<file path="config.mk">
export PLATFORM = sky130hd
export DESIGN_NAME = int_pipe_top
export DESIGN_NICKNAME = d
export VERILOG_FILES = /design/src/hdl/pipe_pkg.sv /design/src/hdl/reg_file.sv /design/src/hdl/inst_decode.sv /design/src/hdl/id_ex_stage.sv /design/src/hdl/alu_exec.sv /design/src/hdl/pipe_ctrl.sv /design/src/hdl/int_pipe_top.sv
export VERILOG_INCLUDE_DIRS = /design/src /design/src/hdl
export SDC_FILE = /design/constraint.sdc
export NUM_CORES = 2
export LEC_CHECK = 0
export BUFFER_PORTS_ARGS = -buffer_cell sky130_fd_sc_hd__buf_2
export CORE_MARGIN = 2
export CORE_UTILIZATION = 55
export DETAILED_ROUTE_END_ITERATION = 8
export GPL_ROUTABILITY_DRIVEN = 0
export HOLD_SLACK_MARGIN = 0.02
export PLACE_DENSITY = 0.79
export SLEW_MARGIN = 20
export SYNTH_ARGS = -nofsm -noshare
export SYNTH_HDL_FRONTEND = slang
export SYNTH_SLANG_ARGS = --single-unit
</file>
<file path="constraint.sdc">
create_clock -name clk -period 10.97 [get_ports clk]
set_input_delay 2.7425 -clock clk [delete_from_list [all_inputs] [get_ports clk]]
set_output_delay 2.7425 -clock clk [all_outputs]
set_load 0.02 [all_outputs]
</file>
<file path="src/hdl/pipe_consts.svh">
`ifndef PIPE_CONSTS_SVH
`define PIPE_CONSTS_SVH

`define PIPE_XLEN        32
`define PIPE_NREG        16
`define PIPE_RADDR_W     4

// instruction word layout
`define PIPE_OPC_MSB     31
`define PIPE_OPC_LSB     28
`define PIPE_RD_MSB      27
`define PIPE_RD_LSB      24
`define PIPE_RS1_MSB     23
`define PIPE_RS1_LSB     20
`define PIPE_RS2_MSB     19
`define PIPE_RS2_LSB     16
`define PIPE_IMM_W       16

`define PIPE_EXC_W       4
`define PIPE_EXC_NONE    4'd0
`define PIPE_EXC_ILLEGAL 4'd2

`endif

</file>
<file path="src/hdl/pipe_pkg.sv">
`include "pipe_consts.svh"

package pipe_pkg;

    typedef enum logic [3:0] {
        OPC_NOP  = 4'd0,
        OPC_ADD  = 4'd1,
        OPC_SUB  = 4'd2,
        OPC_AND  = 4'd3,
        OPC_OR   = 4'd4,
        OPC_XOR  = 4'd5,
        OPC_SLL  = 4'd6,
        OPC_SRL  = 4'd7,
        OPC_ADDI = 4'd8,
        OPC_LUI  = 4'd9  // 10..15 unused, illegal
    } opcode_e;

    typedef enum logic {
        ST_RUN  = 1'b0,
        ST_TRAP = 1'b1
    } ctrl_state_e;

    typedef struct packed {
        logic                     valid;
        opcode_e                  op;
        logic [`PIPE_XLEN-1:0]    opa;
        logic [`PIPE_XLEN-1:0]    opb;      // rs2 value or immediate
        logic [`PIPE_RADDR_W-1:0] rs1_addr;
        logic [`PIPE_RADDR_W-1:0] rs2_addr;
        logic [`PIPE_RADDR_W-1:0] rd;
        logic                     wreg;
        logic [`PIPE_XLEN-1:0]    pc;
        logic                     excp;
        logic [`PIPE_EXC_W-1:0]   excp_code;
    } id_ex_t;

    typedef struct packed {
        logic                     valid;
        logic                     wreg;
        logic [`PIPE_RADDR_W-1:0] rd;
        logic [`PIPE_XLEN-1:0]    data;
        logic                     excp;
        logic [`PIPE_EXC_W-1:0]   excp_code;
        logic [`PIPE_XLEN-1:0]    pc;
    } wb_t;

endpackage

</file>
<file path="src/hdl/reg_file.sv">
`include "pipe_consts.svh"

module reg_file (
    input  logic                     clk,
    input  logic                     arst_n_i,
    input  pipe_pkg::wb_t            wb_i,
    input  logic [`PIPE_RADDR_W-1:0] ra1_i,
    input  logic [`PIPE_RADDR_W-1:0] ra2_i,
    output logic [`PIPE_XLEN-1:0]    rd1_o,
    output logic [`PIPE_XLEN-1:0]    rd2_o
);

    logic [`PIPE_XLEN-1:0] regs [`PIPE_NREG];
    logic                  wr_en;

    assign wr_en = wb_i.valid & wb_i.wreg & (wb_i.rd != '0); // r0 never written

    always_ff @(posedge clk or negedge arst_n_i) begin
        if (!arst_n_i) begin
            regs <= '{default: '0};
        end else if (wr_en) begin
            regs[wb_i.rd] <= wb_i.data;
        end
    end

    // write-through, so a reader in the write cycle sees the new value
    assign rd1_o = (ra1_i == '0) ? '0 :
                   (wr_en && wb_i.rd == ra1_i) ? wb_i.data : regs[ra1_i];
    assign rd2_o = (ra2_i == '0) ? '0 :
                   (wr_en && wb_i.rd == ra2_i) ? wb_i.data : regs[ra2_i];

endmodule

</file>
<file path="src/hdl/inst_decode.sv">
`include "pipe_consts.svh"

module inst_decode (
    input  logic                     inst_valid_i,
    input  logic [`PIPE_XLEN-1:0]    inst_i,
    input  logic [`PIPE_XLEN-1:0]    pc_i,
    input  logic                     accept_i,
    output logic [`PIPE_RADDR_W-1:0] ra1_o,
    output logic [`PIPE_RADDR_W-1:0] ra2_o,
    input  logic [`PIPE_XLEN-1:0]    rd1_i,
    input  logic [`PIPE_XLEN-1:0]    rd2_i,
    output pipe_pkg::id_ex_t         dec_o
);

    logic [`PIPE_OPC_MSB-`PIPE_OPC_LSB:0] opc_raw;
    pipe_pkg::opcode_e                    opc;
    logic [`PIPE_RADDR_W-1:0]             rd;
    logic [`PIPE_IMM_W-1:0]               imm;
    logic [`PIPE_XLEN-1:0]                opb;
    logic                                 legal;
    logic                                 dec_valid;

    assign opc_raw   = inst_i[`PIPE_OPC_MSB:`PIPE_OPC_LSB];
    assign opc       = pipe_pkg::opcode_e'(opc_raw);
    assign rd        = inst_i[`PIPE_RD_MSB:`PIPE_RD_LSB];
    assign imm       = inst_i[`PIPE_IMM_W-1:0];
    assign ra1_o     = inst_i[`PIPE_RS1_MSB:`PIPE_RS1_LSB];
    assign ra2_o     = inst_i[`PIPE_RS2_MSB:`PIPE_RS2_LSB];
    assign dec_valid = inst_valid_i & accept_i; // offered but not taken stays out

    always_comb begin
        legal = 1'b1;
        opb   = rd2_i;
        case (opc)
            pipe_pkg::OPC_ADDI: opb = {{(`PIPE_XLEN-`PIPE_IMM_W){1'b0}}, imm};
            pipe_pkg::OPC_LUI:  opb = {imm, {(`PIPE_XLEN-`PIPE_IMM_W){1'b0}}};
            pipe_pkg::OPC_NOP,
            pipe_pkg::OPC_ADD,
            pipe_pkg::OPC_SUB,
            pipe_pkg::OPC_AND,
            pipe_pkg::OPC_OR,
            pipe_pkg::OPC_XOR,
            pipe_pkg::OPC_SLL,
            pipe_pkg::OPC_SRL:  opb = rd2_i;
            default:            legal = 1'b0; // unused opcode
        endcase
    end

    always_comb begin
        dec_o.valid     = dec_valid;
        dec_o.op        = opc;
        dec_o.opa       = rd1_i;
        dec_o.opb       = opb;
        dec_o.rs1_addr  = ra1_o;
        dec_o.rs2_addr  = ra2_o;
        dec_o.rd        = rd;
        dec_o.wreg      = legal && (opc != pipe_pkg::OPC_NOP) && (rd != '0);
        dec_o.pc        = pc_i;
        dec_o.excp      = dec_valid & ~legal;
        dec_o.excp_code = legal ? `PIPE_EXC_NONE : `PIPE_EXC_ILLEGAL;
    end

endmodule

</file>
<file path="src/hdl/id_ex_stage.sv">
module id_ex_stage (
    input  logic             clk,
    input  logic             arst_n_i,
    input  logic             stall_i,
    input  logic             flush_i,
    input  pipe_pkg::id_ex_t dec_i,
    output pipe_pkg::id_ex_t ex_o,
    output logic             hazard_req_o
);

    logic uses_rs2;
    logic rs1_hit;
    logic rs2_hit;

    always_comb begin
        case (dec_i.op)
            pipe_pkg::OPC_ADD,
            pipe_pkg::OPC_SUB,
            pipe_pkg::OPC_AND,
            pipe_pkg::OPC_OR,
            pipe_pkg::OPC_XOR,
            pipe_pkg::OPC_SLL,
            pipe_pkg::OPC_SRL: uses_rs2 = 1'b1;
            default:           uses_rs2 = 1'b0;
        endcase
    end

    // checked on the offered word, ready itself depends on this
    assign rs1_hit      = dec_i.rs1_addr == ex_o.rd;
    assign rs2_hit      = uses_rs2 && (dec_i.rs2_addr == ex_o.rd);
    assign hazard_req_o = ex_o.valid && ex_o.wreg && (ex_o.rd != '0) && (rs1_hit || rs2_hit);

    always_ff @(posedge clk or negedge arst_n_i) begin
        if (!arst_n_i) begin
            ex_o <= '0;
        end else if (flush_i || stall_i) begin
            ex_o <= '0; // bubble
        end else begin
            ex_o <= dec_i;
        end
    end

endmodule

</file>
<file path="src/hdl/alu_exec.sv">
`include "pipe_consts.svh"

module alu_exec (
    input  logic             clk,
    input  logic             arst_n_i,
    input  pipe_pkg::id_ex_t ex_i,
    output pipe_pkg::wb_t    wb_o
);

    logic [`PIPE_XLEN-1:0] result;
    logic [4:0]            shamt;

    assign shamt = ex_i.opb[4:0];

    always_comb begin
        case (ex_i.op)
            pipe_pkg::OPC_ADD,
            pipe_pkg::OPC_ADDI: result = ex_i.opa + ex_i.opb;
            pipe_pkg::OPC_SUB:  result = ex_i.opa - ex_i.opb;
            pipe_pkg::OPC_AND:  result = ex_i.opa & ex_i.opb;
            pipe_pkg::OPC_OR:   result = ex_i.opa | ex_i.opb;
            pipe_pkg::OPC_XOR:  result = ex_i.opa ^ ex_i.opb;
            pipe_pkg::OPC_SLL:  result = ex_i.opa << shamt;
            pipe_pkg::OPC_SRL:  result = ex_i.opa >> shamt;
            pipe_pkg::OPC_LUI:  result = ex_i.opb; // already shifted in decode
            default:            result = '0;
        endcase
    end

    always_ff @(posedge clk or negedge arst_n_i) begin
        if (!arst_n_i) begin
            wb_o <= '0;
        end else begin
            wb_o.valid     <= ex_i.valid;
            wb_o.wreg      <= ex_i.wreg;
            wb_o.rd        <= ex_i.rd;
            wb_o.data      <= result;
            wb_o.excp      <= ex_i.excp;
            wb_o.excp_code <= ex_i.excp_code;
            wb_o.pc        <= ex_i.pc;
        end
    end

endmodule

</file>
<file path="src/hdl/pipe_ctrl.sv">
module pipe_ctrl (
    input  logic clk,
    input  logic arst_n_i,
    input  logic hazard_req_i,
    input  logic ex_excp_i,
    input  logic trap_ack_i,
    output logic stall_o,
    output logic flush_o,
    output logic ready_o
);

    pipe_pkg::ctrl_state_e state_q;
    pipe_pkg::ctrl_state_e state_d;

    assign flush_o = ex_excp_i;
    assign stall_o = hazard_req_i & ~flush_o; // flush wins
    assign ready_o = (state_q == pipe_pkg::ST_RUN) & ~stall_o;

    always_comb begin
        state_d = state_q;
        case (state_q)
            pipe_pkg::ST_RUN: begin
                if (flush_o) begin
                    state_d = pipe_pkg::ST_TRAP;
                end
            end
            pipe_pkg::ST_TRAP: begin
                if (trap_ack_i) begin
                    state_d = pipe_pkg::ST_RUN;
                end
            end
            default: state_d = pipe_pkg::ST_RUN;
        endcase
    end

    always_ff @(posedge clk or negedge arst_n_i) begin
        if (!arst_n_i) begin
            state_q <= pipe_pkg::ST_RUN;
        end else begin
            state_q <= state_d;
        end
    end

endmodule

</file>
<file path="src/hdl/int_pipe_top.sv">
`include "pipe_consts.svh"

module int_pipe_top (
    input  logic                     clk,
    input  logic                     arst_n_i,
    input  logic                     inst_valid_i,
    input  logic [`PIPE_XLEN-1:0]    inst_i,
    input  logic [`PIPE_XLEN-1:0]    pc_i,
    output logic                     inst_ready_o,
    input  logic                     trap_ack_i,
    output logic                     wb_valid_o,
    output logic [`PIPE_RADDR_W-1:0] wb_rd_o,
    output logic [`PIPE_XLEN-1:0]    wb_data_o,
    output logic                     excp_o,
    output logic [`PIPE_XLEN-1:0]    excp_pc_o,
    output logic [`PIPE_EXC_W-1:0]   excp_code_o
);

    pipe_pkg::id_ex_t         dec;
    pipe_pkg::id_ex_t         ex;
    pipe_pkg::wb_t            wb;
    logic [`PIPE_RADDR_W-1:0] ra1;
    logic [`PIPE_RADDR_W-1:0] ra2;
    logic [`PIPE_XLEN-1:0]    rd1;
    logic [`PIPE_XLEN-1:0]    rd2;
    logic                     hazard_req;
    logic                     stall;
    logic                     flush;

    reg_file i_reg_file (
        .clk      (clk),
        .arst_n_i (arst_n_i),
        .wb_i     (wb),
        .ra1_i    (ra1),
        .ra2_i    (ra2),
        .rd1_o    (rd1),
        .rd2_o    (rd2)
    );

    inst_decode i_inst_decode (
        .inst_valid_i (inst_valid_i),
        .inst_i       (inst_i),
        .pc_i         (pc_i),
        .accept_i     (inst_ready_o),
        .ra1_o        (ra1),
        .ra2_o        (ra2),
        .rd1_i        (rd1),
        .rd2_i        (rd2),
        .dec_o        (dec)
    );

    id_ex_stage i_id_ex_stage (
        .clk          (clk),
        .arst_n_i     (arst_n_i),
        .stall_i      (stall),
        .flush_i      (flush),
        .dec_i        (dec),
        .ex_o         (ex),
        .hazard_req_o (hazard_req)
    );

    alu_exec i_alu_exec (
        .clk      (clk),
        .arst_n_i (arst_n_i),
        .ex_i     (ex),
        .wb_o     (wb)
    );

    pipe_ctrl i_pipe_ctrl (
        .clk          (clk),
        .arst_n_i     (arst_n_i),
        .hazard_req_i (hazard_req),
        .ex_excp_i    (ex.excp),
        .trap_ack_i   (trap_ack_i),
        .stall_o      (stall),
        .flush_o      (flush),
        .ready_o      (inst_ready_o)
    );

    assign wb_valid_o  = wb.valid & wb.wreg;
    assign wb_rd_o     = wb.rd;
    assign wb_data_o   = wb.data;
    assign excp_o      = wb.valid & wb.excp;
    assign excp_pc_o   = wb.pc;
    assign excp_code_o = wb.excp_code;

endmodule

</file>
==> metrics.md <==
| Metric | Value |
|---|---|
| Antenna diode count | `0` |
| Length of the first detailed-routing pass in iterations | `8` |
| Count of warnings emitted by yosys | `0` |
| Worst Max-Slew Pin Slew | `1.25 ns` |
| Iter 0 DRT Violations | `4276` |
| Filler Cells Inserted | `5590` |
| Total count of hold-check failures in the final report | `0` |
| Clock-pin slew reported for the worst setup and hold paths after clock tree synthesis | `0.06 ns` |
| Count of standard-cell rows | `100` |
| Setup tns final | `0 ns` |
| Post-route cell area | `44700 um^2` |
| Number of vias per cell after detailed routing | `6.99` |
| Total power | `9.03 mW` |
| Number of primary I/O pins | `143` |
| Crit start category | `input pin` |
| Critical R2R Capture | `i_alu_exec.wb_o[67]` |
| Mapped Avg Cell Area | `13.0 um^2` |
| Number of pins exceeding their max-slew limit in the final report | `0` |
| Maxcap violations | `0` |
| Type of the most critical hold path | `reg2reg` |
| Placed Area | `42100 um^2` |
| Pin count of the biggest net entering global routing | `173` |
| Compound-cell area share of the yosys netlist | `6.51%` |
| Seq cells post-synth | `693` |
| Status | `complete, no violations` |
| Wire per inst | `29.5 um` |
| Gate Count Post-Synth | `3179` |
| Worst-path maximum fanout | `35` |
| Crit path required time | `8.23 ns` |
| Prevailing post-synth register cell | `dfrtp_1` |
| R2r setup slk | `5.20 ns` |
| Portion of the clock cycle consumed by the worst path in the final layout | `70.3%` |
| Overall fraction of global-route tracks in use | `31.6%` |
| Post-detailed-placement half-perimeter wirelength | `76800 um` |
| Share of flip-flops with an asynchronous set or reset after synthesis | `100%` |
| Number of antenna violations at the first check in global routing | `5` |
| Die extent in y | `279 um` |
| Time the final worst path needs with I/O delays and setup | `7.71 ns` |
| Crit path arrival time | `4.97 ns` |
| CTS max path bufs | `3` |
| Number of nets with antenna violations after routing | `0` |
| Number of global-route vias before repair | `28900` |
| Clock skew | `0.0214 ns` |
| Crit path from | `inst_i[19]` |
| Resized cells post-CTS | `0` |
| Total Wirelength | `121000 um` |
| Highest ir drop seen on vdd | `0.110 mV` |
| Area fraction in and, or, nand and nor cells after synthesis | `5.41%` |
| Leak | `20.0 nW` |
| Main combinational cell family by area after synthesis | `multiplexers` |
| TritonCTS clock tree | `yes` |
| Clock H-tree levels | `3` |
| Total Nets Final | `3238` |
| CTS Buf Count | `75` |
| XOR/XNOR share of the synthesized area | `1.44%` |
| Crit path capture | `inst_ready_o` |
| Category of the most critical setup path | `in2out` |
| Worst-case headroom to the max-slew limit | `16.4%` |
| # hold bufs at CTS | `0` |
| Combined area of all synthesized cells | `41500 um^2` |
| Fraction of final layout cells sized beyond drive strength 1 | `40.1%` |
| Post-synthesis mux area share | `36.7%` |
| Power density cells | `202 nW/um^2` |
| Sinks on the clock net | `693` |
| Setup repair after global routing missed its margin | `no` |
| Setup crit end kind | `primary output` |
| Post-synthesis adder-cell area fraction | `2.98%` |
| Die Footprint | `77600 um^2` |
| Setup violation total in the final timing report | `0` |
| Worst reg-to-reg path cell count | `13` |
| Number of buffers added for setup after CTS | `0` |
| CTS Root Cell | `clkbuf_16` |
| Remaining DRCs | `0` |
| Effective utilization at floorplan | `55.6%` |
| Area growth from synthesis to layout | `7.94%` |
| Commonest non-fill, non-tap cells in the layout | `dfrtp_1 (690), mux2_2 (522), mux4_2 (378), nor2_1 (194), buf_2 (132)` |
| Die X | `279 um` |
| Global-route wire length before repair | `184000 um` |
| Count of buffers inserted at the top-level ports | `139` |
| Most common library cell in the layout ignoring fill and taps | `dfrtp_1` |
| FMAX | `0.130 GHz` |
| Synth cell types | `76` |
| Seq/Total Area, Yosys | `41.8%` |
| Worst flop-to-flop path startpoint | `i_id_ex_stage.ex_o[51]` |
| Via count | `28700` |
| Worst-skew pair later-pin latency | `0.63 ns` |
| Total congestion overflow after global routing | `0` |
| Standard cell core area | `74600 um^2` |
| Number of enable-type register cells in the synthesized netlist | `0` |
[area by class of cell]
type | instances | area, um^2 | area share (%)
repair buffers | 192 | 1170 | 2.61
inverters | 82 | 308 | 0.688
well taps | 969 | 1210 | 2.71
multi-input cells | 2028 | 22100 | 49.4
clock buffers | 101 | 2130 | 4.75
flip-flops and latches | 693 | 17300 | 38.8
clock inverters | 37 | 478 | 1.07
[how the worst min path moves through the flow]
stage                           start             endpoint  slack (ns)  depth (start not counted)
3_3_place_gp   i_id_ex_stage.ex_o[30]  i_alu_exec.wb_o[25]        0.33                          0
5_1_grt        i_id_ex_stage.ex_o[12]   i_alu_exec.wb_o[7]        0.34                          0
3_5_place_dp   i_id_ex_stage.ex_o[34]  i_alu_exec.wb_o[29]        0.33                          0
6_report       i_id_ex_stage.ex_o[14]   i_alu_exec.wb_o[9]        0.35                          0
2_1_floorplan   i_id_ex_stage.ex_o[5]   i_alu_exec.wb_o[0]        0.33                          0
4_1_cts        i_id_ex_stage.ex_o[12]   i_alu_exec.wb_o[7]        0.34                          0
[metal layers]
layer	vias to the layer above	routed length (um)	GRT usage, %
met3	386	15500	9.76
li1	11700	-	-
met4	8	5670	13.1
met2	1888	53200	46.1
met1	14700	46600	44.3
met5	-	50	0
[where the power goes]
| group | internal, mW | switching, mW |
|---|---|---|
| Sequential | 2.99 | 0.616 |
| Clock | 1.59 | 1.08 |
| Combinational | 1.26 | 1.50 |
[cells in the mapped netlist (5+ instances only)]
master,instances,area [um^2]
dfrtp_1,693,17300
mux2_2,522,5880
mux4_2,378,8510
clkbuf_1,217,815
nor2_1,205,769
ha_1,97,1210
nand2_1,93,349
o21ai_0,92,460
mux2i_1,81,811
inv_1,78,293
buf_4,75,563
a21oi_1,72,360
a22oi_1,60,450
and2_1,46,288
xnor2_1,42,368
buf_2,38,190
buf_1,37,139
nor3_1,27,135
xor2_1,26,228
o221ai_1,18,158
a211oi_1,17,128
a31oi_1,16,100
nand4_1,16,100
a21o_1,15,113
nand3_1,15,75.1
nor4_1,13,81.3
o211ai_1,13,97.6
and3_1,11,68.8
buf_6,11,124
o2111ai_1,11,96.3
o21a_1,11,82.6
a221oi_1,10,87.6
nand2b_1,10,62.6
nor2b_1,10,62.6
o22a_1,10,87.6
o22ai_1,8,50.1
or3_1,7,43.8
a211o_1,6,52.6
o311ai_0,6,52.6
a221o_1,5,50.1
[critical path: stages]
cell and delay, ns:
buf_2 0.08, buf_4 0.63, xor2_1 0.15, nor4_1 0.32, a21oi_1 0.11, nor3_1 0.44, a21oi_1 0.25, buf_2 0.22
[cells by family (layout without fill, tap and decap cells)]
kind of cell    count (synthesis)  in the layout
mux                           981            981
flops                         693            693
simple gates                  477            477
buf+inv                       460            412
compound gates                401            401
fa+ha+maj                      98             98
xor+xnor                       68             68
other cells                     1              3
[sequential cells by signal, summed over array words and instances, names as in the netlist]
| name | flops |
|---|---|
| i_reg_file.regs | 512 |
| i_id_ex_stage.ex_o | 108 |
| i_alu_exec.wb_o | 72 |
| i_pipe_ctrl.state_q | 1 |
[stage by stage]
stage / std cells / util, % / worst slack, ns / hold slack [ns]
finish: 4102 / 60.0 / 3.26 / 0.345
CTS: 4102 / 60.0 / 3.36 / 0.340
global route: 4102 / 60.0 / 3.20 / 0.344
detailed placement: 3964 / 56.5 / 3.36 / 0.335
global placement: 3964 / 56.5 / 3.43 / 0.332
floorplan: 3181 / - / 4.16 / 0.331
No activity file was read; power rests on OpenSTA's default activity.
